--- src/rtl/bmc_consts.svh ---
`ifndef BMC_CONSTS_SVH
`define BMC_CONSTS_SVH

// Stream and bus widths.
`define BMC_BYTE_W   8
`define BMC_ADDR_W   16
`define BMC_DATA_W   16
`define BMC_OFFSET_W 4

// Word address map of the register slaves.
`define BMC_SYSCONF_BASE 16'h0000
`define BMC_SYSCONF_HIGH 16'h000F
`define BMC_IRQ_BASE     16'h0010
`define BMC_IRQ_HIGH     16'h001F

// Board identity, major 1 minor 2.
`define BMC_BOARD_ID 16'h00B1
`define BMC_REVISION 16'h0102

// Reset values and sizes.
`define BMC_SYS_CONFIG_RESET 8'h01
`define BMC_IRQ_NUM_SOURCES  2

`endif

--- src/rtl/board_pkg.sv ---
`include "bmc_consts.svh"

package board_pkg;

  typedef enum logic [1:0] {
    REGION_NONE,
    REGION_SYSCONF,
    REGION_IRQ
  } region_e;

  // Word offsets inside each region.
  typedef enum logic [`BMC_OFFSET_W-1:0] {
    BOARD_ID = 4'd0,
    REVISION = 4'd1,
    CONFIG   = 4'd2,
    SCRATCH  = 4'd3
  } sysconf_reg_e;

  typedef enum logic [`BMC_OFFSET_W-1:0] {
    STATUS = 4'd0,
    MASK   = 4'd1
  } irq_reg_e;

  typedef enum int unsigned {
    SRC_MEMV  = 0,
    SRC_EVENT = 1
  } irq_src_e;

endpackage

--- src/rtl/bus_pkg.sv ---
`include "bmc_consts.svh"

package bus_pkg;

  // Host opcodes, first byte of every command.
  typedef enum logic [`BMC_BYTE_W-1:0] {
    OP_READ  = 8'h01,
    OP_WRITE = 8'h02
  } bmc_op_e;

  // Status byte, first byte of every response.
  typedef enum logic [`BMC_BYTE_W-1:0] {
    ST_OK      = 8'h00,
    ST_BUS_ERR = 8'h01,
    ST_BAD_OP  = 8'h02
  } bmc_status_e;

  typedef enum logic [2:0] {
    BR_RX_OP,    // Waiting for an opcode.
    BR_RX_ADDR,  // Two address bytes, high first.
    BR_RX_DATA,  // Two write data bytes, high first.
    BR_BUS,      // One bus cycle in flight.
    BR_RESP      // Serializing the response.
  } bridge_state_e;

endpackage

--- src/rtl/reg_bus_if.sv ---
`timescale 1ns/100ps
`include "bmc_consts.svh"

interface reg_bus_if;

  logic                   cyc;
  logic                   stb;
  logic                   we;
  logic [`BMC_ADDR_W-1:0] adr;
  logic [`BMC_DATA_W-1:0] wdat;
  logic [`BMC_DATA_W-1:0] rdat;
  logic                   ack;  // Exactly one of ack and err ends a cycle.
  logic                   err;

  modport master (
    output cyc, stb, we, adr, wdat,
    input  rdat, ack, err
  );

  modport slave (
    input  cyc, stb, we, adr, wdat,
    output rdat, ack, err
  );

endinterface

--- src/rtl/as_reg_bridge.sv ---
`timescale 1ns/100ps
`include "bmc_consts.svh"

module as_reg_bridge import bus_pkg::*; (
  input  logic                   gclk40,
  input  logic                   hard_reset,
  input  logic [`BMC_BYTE_W-1:0] rx_data_i,
  input  logic                   rx_strb_i,
  output logic                   rx_busy_o,
  output logic [`BMC_BYTE_W-1:0] tx_data_o,
  output logic                   tx_strb_o,
  input  logic                   tx_busy_i,
  reg_bus_if.master              bus
);

  bridge_state_e          state;
  logic                   byte_second;  // Low byte of a pair is next.
  logic                   stb_q;
  logic                   we_q;
  logic [`BMC_ADDR_W-1:0] adr_q;
  logic [`BMC_DATA_W-1:0] wdat_q;
  logic [`BMC_DATA_W-1:0] resp_data;
  bmc_status_e            resp_status;
  logic [1:0]             resp_idx;
  logic [1:0]             resp_last;
  logic                   bus_done;

  assign bus_done = bus.ack || bus.err;

  assign bus.cyc  = stb_q;  // Single transfers, so cyc and stb coincide.
  assign bus.stb  = stb_q;
  assign bus.we   = we_q;
  assign bus.adr  = adr_q;
  assign bus.wdat = wdat_q;

  assign rx_busy_o = (state == BR_BUS) || (state == BR_RESP);
  assign tx_strb_o = (state == BR_RESP) && !tx_busy_i;

  always_comb begin
    case (resp_idx)
      2'd0:    tx_data_o = resp_status;
      2'd1:    tx_data_o = resp_data[`BMC_DATA_W-1 -: `BMC_BYTE_W];
      default: tx_data_o = resp_data[`BMC_BYTE_W-1:0];
    endcase
  end

  always_ff @(posedge gclk40) begin
    if (!hard_reset) begin
      state       <= BR_RX_OP;
      byte_second <= 1'b0;
      stb_q       <= 1'b0;
      resp_status <= ST_OK;
      resp_idx    <= 2'd0;
      resp_last   <= 2'd0;
    end else begin
      case (state)
        BR_RX_OP: begin
          byte_second <= 1'b0;
          resp_idx    <= 2'd0;
          if (rx_strb_i) begin
            case (rx_data_i)
              OP_READ, OP_WRITE: state <= BR_RX_ADDR;
              default: begin
                resp_status <= ST_BAD_OP;  // Answer at once, no bus cycle.
                resp_last   <= 2'd0;
                state       <= BR_RESP;
              end
            endcase
          end
        end
        BR_RX_ADDR, BR_RX_DATA: begin
          if (rx_strb_i) begin
            byte_second <= !byte_second;
            if (byte_second) begin
              if (state == BR_RX_ADDR && we_q) begin
                state <= BR_RX_DATA;
              end else begin
                state <= BR_BUS;
                stb_q <= 1'b1;
              end
            end
          end
        end
        BR_BUS: begin
          if (bus_done) begin
            stb_q       <= 1'b0;
            resp_status <= bus.err ? ST_BUS_ERR : ST_OK;
            resp_last   <= we_q ? 2'd0 : 2'd2;  // Reads return two data bytes.
            state       <= BR_RESP;
          end
        end
        BR_RESP: begin
          if (!tx_busy_i) begin
            if (resp_idx == resp_last) begin
              state <= BR_RX_OP;
            end else begin
              resp_idx <= resp_idx + 2'd1;
            end
          end
        end
        default: state <= BR_RX_OP;
      endcase
    end
  end

  // Command fields shift in high byte first.
  always_ff @(posedge gclk40) begin
    if (rx_strb_i && state == BR_RX_OP) begin
      we_q <= (rx_data_i == OP_WRITE);
    end
    if (rx_strb_i && state == BR_RX_ADDR) begin
      adr_q <= {adr_q[`BMC_BYTE_W-1:0], rx_data_i};
    end
    if (rx_strb_i && state == BR_RX_DATA) begin
      wdat_q <= {wdat_q[`BMC_BYTE_W-1:0], rx_data_i};
    end
    if (state == BR_BUS && bus_done) begin
      resp_data <= bus.ack ? bus.rdat : '0;
    end
  end

  // A blocked response byte is neither strobed nor advanced.
  a_tx_hold: assert property (@(posedge gclk40) disable iff (!hard_reset)
    (state == BR_RESP && tx_busy_i) |-> !tx_strb_o ##1
      (state == BR_RESP && $stable(resp_idx)));

  // A bus cycle only starts once a request is complete.
  a_stb_rise: assert property (@(posedge gclk40) disable iff (!hard_reset)
    $rose(bus.stb) |-> $past(state) != BR_RESP && state == BR_BUS);

endmodule

--- src/rtl/board_ctrl_top.sv ---
`timescale 1ns/100ps
`include "bmc_consts.svh"

module board_ctrl_top (
  input  logic                   gclk40,
  input  logic                   hard_reset,
  input  logic [`BMC_BYTE_W-1:0] rx_data_i,
  input  logic                   rx_strb_i,
  output logic                   rx_busy_o,
  output logic [`BMC_BYTE_W-1:0] tx_data_o,
  output logic                   tx_strb_o,
  input  logic                   tx_busy_i,
  input  logic                   event_i,
  output logic [`BMC_BYTE_W-1:0] sys_config_o,
  output logic                   irq_o
);

  logic                     sysconf_sel;
  logic                     irq_sel;
  logic                     reg_we;
  logic [`BMC_OFFSET_W-1:0] reg_offset;
  logic [`BMC_DATA_W-1:0]   reg_wdat;
  logic [`BMC_DATA_W-1:0]   sysconf_rdat;
  logic [`BMC_DATA_W-1:0]   irq_rdat;
  logic                     memv;

  reg_bus_if i_reg_bus ();

  as_reg_bridge i_as_reg_bridge (
    .gclk40    (gclk40),
    .hard_reset(hard_reset),
    .rx_data_i (rx_data_i),
    .rx_strb_i (rx_strb_i),
    .rx_busy_o (rx_busy_o),
    .tx_data_o (tx_data_o),
    .tx_strb_o (tx_strb_o),
    .tx_busy_i (tx_busy_i),
    .bus       (i_reg_bus.master)
  );

  reg_decoder i_reg_decoder (
    .gclk40        (gclk40),
    .hard_reset    (hard_reset),
    .bus           (i_reg_bus.slave),
    .sysconf_sel_o (sysconf_sel),
    .irq_sel_o     (irq_sel),
    .reg_we_o      (reg_we),
    .reg_offset_o  (reg_offset),
    .reg_wdat_o    (reg_wdat),
    .sysconf_rdat_i(sysconf_rdat),
    .irq_rdat_i    (irq_rdat),
    .memv_o        (memv)
  );

  sys_config_regs i_sys_config_regs (
    .gclk40      (gclk40),
    .hard_reset  (hard_reset),
    .sel_i       (sysconf_sel),
    .we_i        (reg_we),
    .offset_i    (reg_offset),
    .wdat_i      (reg_wdat),
    .rdat_o      (sysconf_rdat),
    .sys_config_o(sys_config_o)
  );

  irq_controller i_irq_controller (
    .gclk40    (gclk40),
    .hard_reset(hard_reset),
    .sel_i     (irq_sel),
    .we_i      (reg_we),
    .offset_i  (reg_offset),
    .wdat_i    (reg_wdat),
    .rdat_o    (irq_rdat),
    .memv_i    (memv),  // Unmapped accesses raise an interrupt.
    .event_i   (event_i),
    .irq_o     (irq_o)
  );

endmodule

--- src/rtl/irq_controller.sv ---
`timescale 1ns/100ps
`include "bmc_consts.svh"

module irq_controller import board_pkg::*; (
  input  logic                     gclk40,
  input  logic                     hard_reset,
  input  logic                     sel_i,
  input  logic                     we_i,
  input  logic [`BMC_OFFSET_W-1:0] offset_i,
  input  logic [`BMC_DATA_W-1:0]   wdat_i,
  output logic [`BMC_DATA_W-1:0]   rdat_o,
  input  logic                     memv_i,
  input  logic                     event_i,
  output logic                     irq_o
);

  logic [2:0]                      event_pipe;  // Two sync flops and the edge flop.
  logic                            event_rise;
  logic [`BMC_IRQ_NUM_SOURCES-1:0] src_set;
  logic [`BMC_IRQ_NUM_SOURCES-1:0] src_clr;
  logic [`BMC_IRQ_NUM_SOURCES-1:0] status_q;
  logic [`BMC_IRQ_NUM_SOURCES-1:0] mask_q;
  logic                            irq_q;

  assign event_rise = event_pipe[1] && !event_pipe[2];

  always_comb begin
    src_set            = '0;
    src_set[SRC_MEMV]  = memv_i;
    src_set[SRC_EVENT] = event_rise;
  end

  // Write one to clear.
  assign src_clr = (sel_i && we_i && offset_i == STATUS) ?
                   wdat_i[`BMC_IRQ_NUM_SOURCES-1:0] : '0;

  always_ff @(posedge gclk40) begin
    if (!hard_reset) begin
      event_pipe <= '0;
      status_q   <= '0;
      mask_q     <= '0;
      irq_q      <= 1'b0;
    end else begin
      event_pipe <= {event_pipe[1:0], event_i};
      status_q   <= (status_q & ~src_clr) | src_set;  // Set wins over clear.
      if (sel_i && we_i && offset_i == MASK) begin
        mask_q <= wdat_i[`BMC_IRQ_NUM_SOURCES-1:0];
      end
      irq_q <= |(status_q & mask_q);
    end
  end

  always_comb begin
    case (offset_i)
      STATUS:  rdat_o = {{(`BMC_DATA_W-`BMC_IRQ_NUM_SOURCES){1'b0}}, status_q};
      MASK:    rdat_o = {{(`BMC_DATA_W-`BMC_IRQ_NUM_SOURCES){1'b0}}, mask_q};
      default: rdat_o = '0;
    endcase
  end

  assign irq_o = irq_q;

  a_irq_masked: assert property (@(posedge gclk40) disable iff (!hard_reset)
    (mask_q == '0) |=> !irq_o);

endmodule

--- src/rtl/reg_decoder.sv ---
`timescale 1ns/100ps
`include "bmc_consts.svh"

module reg_decoder import board_pkg::*; (
  input  logic                     gclk40,
  input  logic                     hard_reset,
  reg_bus_if.slave                 bus,
  output logic                     sysconf_sel_o,
  output logic                     irq_sel_o,
  output logic                     reg_we_o,
  output logic [`BMC_OFFSET_W-1:0] reg_offset_o,
  output logic [`BMC_DATA_W-1:0]   reg_wdat_o,
  input  logic [`BMC_DATA_W-1:0]   sysconf_rdat_i,
  input  logic [`BMC_DATA_W-1:0]   irq_rdat_i,
  output logic                     memv_o
);

  region_e                region;
  logic                   access;
  logic                   ack_q;
  logic                   err_q;
  logic [`BMC_DATA_W-1:0] rdat_q;

  function automatic logic in_range(
    input logic [`BMC_ADDR_W-1:0] addr,
    input logic [`BMC_ADDR_W-1:0] low,
    input logic [`BMC_ADDR_W-1:0] high
  );
    return (addr >= low) && (addr <= high);
  endfunction

  always_comb begin
    if (in_range(bus.adr, `BMC_SYSCONF_BASE, `BMC_SYSCONF_HIGH)) begin
      region = REGION_SYSCONF;
    end else if (in_range(bus.adr, `BMC_IRQ_BASE, `BMC_IRQ_HIGH)) begin
      region = REGION_IRQ;
    end else begin
      region = REGION_NONE;
    end
  end

  // First cycle of stb only, the master still holds it while ack is up.
  assign access = bus.cyc && bus.stb && !ack_q && !err_q;

  assign sysconf_sel_o = access && (region == REGION_SYSCONF);
  assign irq_sel_o     = access && (region == REGION_IRQ);
  assign reg_we_o      = bus.we;
  assign reg_offset_o  = bus.adr[`BMC_OFFSET_W-1:0];
  assign reg_wdat_o    = bus.wdat;

  always_ff @(posedge gclk40) begin
    if (!hard_reset) begin
      ack_q <= 1'b0;
      err_q <= 1'b0;
    end else begin
      ack_q <= access && (region != REGION_NONE);
      err_q <= access && (region == REGION_NONE);  // Memory violation.
    end
  end

  always_ff @(posedge gclk40) begin
    if (access) begin
      case (region)
        REGION_SYSCONF: rdat_q <= sysconf_rdat_i;
        REGION_IRQ:     rdat_q <= irq_rdat_i;
        default:        rdat_q <= '0;
      endcase
    end
  end

  assign bus.ack  = ack_q;
  assign bus.err  = err_q;
  assign bus.rdat = rdat_q;
  assign memv_o   = err_q;

  // One slave at a time, and every select is acknowledged next cycle.
  a_sel_ack: assert property (@(posedge gclk40) disable iff (!hard_reset)
    (sysconf_sel_o || irq_sel_o) |-> !(sysconf_sel_o && irq_sel_o) ##1
      (bus.ack && !bus.err));

endmodule

--- src/rtl/sys_config_regs.sv ---
`timescale 1ns/100ps
`include "bmc_consts.svh"

module sys_config_regs import board_pkg::*; (
  input  logic                     gclk40,
  input  logic                     hard_reset,
  input  logic                     sel_i,
  input  logic                     we_i,
  input  logic [`BMC_OFFSET_W-1:0] offset_i,
  input  logic [`BMC_DATA_W-1:0]   wdat_i,
  output logic [`BMC_DATA_W-1:0]   rdat_o,
  output logic [`BMC_BYTE_W-1:0]   sys_config_o
);

  logic [`BMC_BYTE_W-1:0] config_q;
  logic [`BMC_DATA_W-1:0] scratch_q;
  logic                   wr;

  assign wr = sel_i && we_i;

  // Identity registers ignore writes.
  always_ff @(posedge gclk40) begin
    if (!hard_reset) begin
      config_q  <= `BMC_SYS_CONFIG_RESET;
      scratch_q <= '0;
    end else if (wr) begin
      if (offset_i == CONFIG) begin
        config_q <= wdat_i[`BMC_BYTE_W-1:0];  // Upper byte dropped.
      end
      if (offset_i == SCRATCH) begin
        scratch_q <= wdat_i;
      end
    end
  end

  always_comb begin
    case (offset_i)
      BOARD_ID: rdat_o = `BMC_BOARD_ID;
      REVISION: rdat_o = `BMC_REVISION;
      CONFIG:   rdat_o = {{(`BMC_DATA_W-`BMC_BYTE_W){1'b0}}, config_q};
      SCRATCH:  rdat_o = scratch_q;
      default:  rdat_o = '0;
    endcase
  end

  assign sys_config_o = config_q;

endmodule

--- config.mk ---
export PLATFORM = sky130hd
export DESIGN_NAME = board_ctrl_top
export DESIGN_NICKNAME = d
export VERILOG_FILES = /design/src/rtl/board_pkg.sv /design/src/rtl/bus_pkg.sv /design/src/rtl/reg_bus_if.sv /design/src/rtl/as_reg_bridge.sv /design/src/rtl/board_ctrl_top.sv /design/src/rtl/irq_controller.sv /design/src/rtl/reg_decoder.sv /design/src/rtl/sys_config_regs.sv
export VERILOG_INCLUDE_DIRS = /design/src /design/src/rtl
export SDC_FILE = /design/constraint.sdc
export NUM_CORES = 1
export LEC_CHECK = 0
export BUFFER_PORTS_ARGS = -buffer_cell sky130_fd_sc_hd__buf_2
export CAP_MARGIN = 20
export CORE_MARGIN = 2
export CORE_UTILIZATION = 60
export CTS_BUF_LIST = sky130_fd_sc_hd__clkbuf_4 sky130_fd_sc_hd__clkbuf_8
export CTS_CLUSTER_SIZE = 30
export DETAILED_ROUTE_END_ITERATION = 16
export PLACE_DENSITY = 0.86
export SYNTH_ARGS = -nofsm -noshare
export SYNTH_HDL_FRONTEND = slang
export SYNTH_HIERARCHICAL = 1
export SYNTH_SLANG_ARGS = --single-unit
--- constraint.sdc ---
create_clock -name gclk40 -period 3.1 [get_ports gclk40]
set_clock_uncertainty 0.2 [all_clocks]
set_input_delay 0.62 -clock gclk40 [delete_from_list [all_inputs] [get_ports gclk40]]
set_output_delay 0.62 -clock gclk40 [all_outputs]
set_load 0.03 [all_outputs]
**After elaboration in Yosys (flattened, before gate mapping)**

Index checks and enable logic that the tools add are counted.

- Register bits after elaboration: 116
- Input port bits: 13
- Output and inout port bits: 19
- Logic and storage cells: 131

- Add/subtract/negate cells: 1
- $lt $le $gt $ge: 4
- Eq/ne operators: 22
- Muxes and demuxes: 36
- Bitwise gates (word level): 4
- Reduce and logical (&&, ||, !) cells: 45

Operators with widths:

| kind | number |
|---|---|
| $pmux W16 S4 | 1 |
| $pmux W16 S2 | 1 |
| $pmux W8 S2 | 2 |
| $mux W8 | 3 |
| $mux W3 | 7 |
| $logic_and A1 B1 Y1 | 19 |
| $mux W2 | 9 |
| $ge A16 B1 Y1 const B | 1 |
| $ge A16 B5 Y1 const B | 1 |
| $le A16 B4 Y1 const B | 1 |
| $le A16 B5 Y1 const B | 1 |
| $ne A2 B2 Y1 const B | 7 |
| $pmux W2 S2 | 3 |
| $pmux W3 S4 | 1 |
| $reduce_bool A2 Y1 | 5 |
| $eq A4 B2 Y1 const B | 2 |
| $eq A8 B1 Y1 const B | 1 |
| $eq A8 B2 Y1 const B | 1 |
| $mux W1 | 7 |
| $eq A3 B2 Y1 const B | 2 |
| $reduce_and A2 Y1 | 3 |
| $reduce_and A6 Y1 | 1 |
| $reduce_or A2 Y1 | 3 |
| $logic_not A1 Y1 | 5 |
| other kinds (19) | 25 |

**Depth between registers and ports, before layout**

- Depth after elaboration: 12
- Depth in mapped cells: 8
- Gate-level depth less buffers: 6

**By module**

Netlist, hierarchy kept.

Modules (own cells, without submodules):

| module | instances | cells an instance | area an instance (um^2) | seq. area each (um^2) |
|---|---|---|---|---|
| as_reg_bridge | 1 | 176 | 2356.0 | 1671.6 |
| sys_config_regs | 1 | 136 | 1203.7 | 480.5 |
| reg_decoder | 1 | 87 | 1054.8 | 520.5 |
| irq_controller | 1 | 50 | 455.4 | 160.2 |

**Least setup slack after synthesis**

OpenSTA, ideal clock, no wires.

- Kind: input -> register
- Start: in rx_strb_i
- End: reg i_as_reg_bridge.adr_q[0], in the netlist i_as_reg_bridge/bus.adr[0] (enable)
- Setup time: 413 ps
- Data arrival time: 1972 ps
- Required time: 2487 ps
- Slack: 515 ps
- Cell stages on the path: 2
- Path buffers: 0
- Cell sequence: nand2_1 -> nor3b_1

- Cells in the longest elaborated chain, start to end: 1

Ends and longest elaborated chain:

| item | line | text |
|---|---|---|
| from (decl) | board_ctrl_top.sv:8 | `input logic rx_strb_i,` |
| $logic_and A1 B1 Y1 | as_reg_bridge.sv:111 | `if (rx_strb_i && state == BR_RX_ADDR) begin` |
| to (signal assigned) | as_reg_bridge.sv:112 | `` adr_q <= {adr_q[`BMC_BYTE_W-1:0], rx_data_i}; `` |
| to (decl) | as_reg_bridge.sv:20 | `` logic [`BMC_ADDR_W-1:0] adr_q; `` |

No other way between the ends.
A chain may end at the register's enable or synchronous reset.

**Final worst setup path**

- Start: reg i_as_reg_bridge.state[0]
- End: out rx_busy_o

- Cells in the longest elaborated chain, start to end: 2
- Elaborated cells on any way between the ends: 3
- Those cells by class: eq/ne (2); reduce/logical (1)

Ends and longest elaborated chain:

| item | line | text |
|---|---|---|
| from (decl) | as_reg_bridge.sv:16 | `bridge_state_e state;` |
| from (signal assigned) | as_reg_bridge.sv:49 | `state <= BR_RX_OP;` |
| from (signal assigned) | as_reg_bridge.sv:62 | `OP_READ, OP_WRITE: state <= BR_RX_ADDR;` |
| from (signal assigned) | as_reg_bridge.sv:66 | `state <= BR_RESP;` |
| $eq A3 B2 Y1 / $eq A3 B3 Y1 (equally long branches) | as_reg_bridge.sv:36 | `assign rx_busy_o = (state == BR_BUS) \|\| (state == BR_RESP);` |
| $logic_or A1 B1 Y1 (*) | as_reg_bridge.sv:36 |  |
| to (decl) | board_ctrl_top.sv:9 | `output logic rx_busy_o,` |

Every way passes the cells marked *; elsewhere a longest branch is shown, timed or not.

==> impl_metrics.tcl <==
set metrics [dict create \
    status "finished, final reports clean" \
    hpwl_mm 5.84 \
    antenna_left 0 \
    nets 468 \
    cts_hold_buf 0 \
    hold_viol 0 \
    max_freq_mhz 400 \
    ir_worst_vdd_mv 0.406 \
    ys_ff_latch 109 \
    io_buffers 31 \
    cts_buffers 9 \
    path_buf_inv 1 \
    power_mw 2.37 \
    synth_ff_type "edfxtp_1" \
    synthToLayoutAreaGrowth_pct 2.96 \
    ys_seq_area_share_pct 55.9 \
    leakagePower_nw 1.97 \
    synth_commonest_cells "nand2_1, edfxtp_1, mux2i_1" \
    timing.final.max_slew_violations 0 \
    wire_per_inst_um 13.9 \
    grt_pass1_vias 2682 \
    syn_area_per_cell_sq_um 11.3 \
    path_clk_slew_ns 0.10 \
    via_per_inst 5.29 \
    design.die.area_sq_mm 0.00920 \
    grt_remaining_overflow 0 \
    worstPathRequired_ns 2.28 \
    ys_types 59 \
    cts_root_buf "clkbuf_8" \
    initial_core_util_pct 61.7 \
    final_util_pct 63.5 \
    fin_crit_ns 2.50 \
    vias 2976 \
    synth_edf_count 65 \
    ys_warn_count 6 \
    rsz0062_at_grt "false" \
    grt_usage_pct 18.4 \
    place_ws_ns 0.750 \
    gp_congestion 0.808 \
    clk_latency_ns 0.37 \
    post_cts_buffers 0 \
    multi_input_area_sq_mm 0.00185 \
    antenna_found_initial 0 \
    maxSlewHeadroom_pct 38.0 \
    drive_above_1_share_pct 16.2 \
    fin_tns_setup_ns 0 \
    setup.worst_path.class "reg -> out" \
    die_h_um 95.9 \
    setup_slack_ns 0.597 \
    setup_viol_count_final 0 \
    maxCapViolations 0 \
    antenna_cells 0 \
    netlist_instances 449 \
    grt_pass1_wl_mm 12.6 \
    yosysMostFrequentCell "nand2_1" \
    drt-initial-drc-count 130 \
    worstSetupEndpointType "output port" \
    finalCritPeriodShare_pct 80.7 \
    drt_pre_antenna_iters 4 \
    cts_tree "yes" \
    worst-path-max-fanout 14 \
    crit_family "simple AND/OR/NAND/NOR gates" \
    synth_top_area_cell "edfxtp_1" \
    synth_top_area_share_pct 38.5 \
    clockBufferDepth 2 \
    ctsHtreeMaxLevel 3 \
    seq_area_sq_mm 0.00283 \
    crit_arrival_ns 1.68 \
    die-width_um 95.9 \
    drc_errors 0 \
    path_cells "or2_4, or2_1, o21ai_0, buf_2" \
    worst_pin_slew_ns 0.930 \
    ys_async_sr_fraction_pct 0 \
    routed_wl_mm 7.83 \
    netlist_area_sq_mm 0.00507 \
    critPathMaxStageDelay_ns 0.45 \
    hold_class "reg -> reg" \
    coreArea_sq_mm 0.00822 \
    start_kind "flip-flop" \
    cts_resized 0 \
    p_per_area_mw_per_mm2 454 \
    worst_path_max_delay_cell "dfxtp_1" \
    grt_max_degree 48 \
    clock_sinks 109 \
    io_pins 32 \
    fill_cells 624 \
    synthTopCellsByArea "edfxtp_1, dfxtp_1, mux2i_1" \
    row_count 33 \
]
## registers in the layout, summed over array words and instances (netlist names), 2 cells and up
| signal | cells |
|---|---|
| i_as_reg_bridge/bus.adr | 16 |
| i_as_reg_bridge/bus.wdat | 16 |
| i_as_reg_bridge/resp_data | 16 |
| i_as_reg_bridge/resp_idx | 2 |
| i_as_reg_bridge/resp_status | 2 |
| i_as_reg_bridge/state | 3 |
| i_irq_controller/event_pipe | 3 |
| i_irq_controller/mask_q | 2 |
| i_irq_controller/status_q | 2 |
| i_reg_decoder/bus.rdat | 16 |
| i_sys_config_regs/scratch_q | 16 |
| i_sys_config_regs/sys_config_o | 8 |
## placed cells by master, fill, tap and decap left out, drive strengths merged, types with 2 or more instances in the layout
master,n
dfxtp,44
nand3,3
and4,2
o21ai,18
a21oi,9
and3,8
edfxtp,65
nor4,7
o21bai,5
a22oi,3
buf,36
xor2,2
nand4,2
inv,13
mux2i,47
nor3,4
clkbuf,9
nand2,72
nand2b,6
nand3b,2
ha,2
nor2b,7
or2,4
o22ai,2
o211a,2
nor2,30
clkinv,3
conb,14
and2,21
## worst reg2reg max path, delay by kind of cell, from the launching register on
| kind | cells | cell delay, ns |
|---|---|---|
| flops | 1 | 0.44 |
| mux | 1 | 0.24 |
| simple gates | 4 | 1.18 |
| buf+inv | 1 | 0.23 |
## worst paths after layout
check | from | end | slack, ns | cells after the start
worst min register to register | i_irq_controller/event_pipe[0] | i_irq_controller/event_pipe[1] | 0.24 | 1
worst max-delay path | i_as_reg_bridge/state[0] | rx_busy_o | 0.60 | 4
worst max register to register | i_reg_decoder/bus.ack | i_sys_config_regs/scratch_q[14] | 0.74 | 6
worst min-delay path | i_irq_controller/event_pipe[0] | i_irq_controller/event_pipe[1] | 0.24 | 1
## cell families after synthesis
logic type	synth area share, %
compound gates	5.87
xor+xnor	0.518
fa+ha+maj	0.691
buf+inv	8.86
flops	55.9
mux	9.28
other cells	0.0740
simple gates	18.8
## metal layers
layer / up-vias / GRT usage (%) / wire [um]
met1: 1390 / 24.8 / 3640
met3: 6 / 3.60 / 308
met4: 0 / 6.67 / 70
met5: - / 0 / 0
met2: 67 / 29.7 / 3810
li1: 1513 / - / -
## stage by stage
step / hold slack [ns] / cells / cell area (sq um)
6_report: 0.245 / 563 / 5220
2_1_floorplan: 0.212 / 462 / 5120
3_3_place_gp: 0.215 / 547 / 5040
4_1_cts: 0.228 / 563 / 5220
5_1_grt: 0.226 / 563 / 5220
3_5_place_dp: 0.223 / 547 / 5040
## area by class of cell
cell class / instances / area share, %
inverter: 10 / 0.719
timing repair buffer: 36 / 3.69
tap: 105 / 2.52
sequential: 109 / 54.3
clock buffer: 9 / 2.37
multi-input combinational: 287 / 35.4
clock inverter: 7 / 1.05
## power by group
part / leakage [nW] / switching [mW] / internal, mW / total (mW)
logic: 0.958 / 0.0434 / 0.0240 / 0.0674
registers: 0.925 / 0.00666 / 1.53 / 1.53
clock network: 0.0883 / 0.471 / 0.301 / 0.772
(Power assumes the default switching activity.)
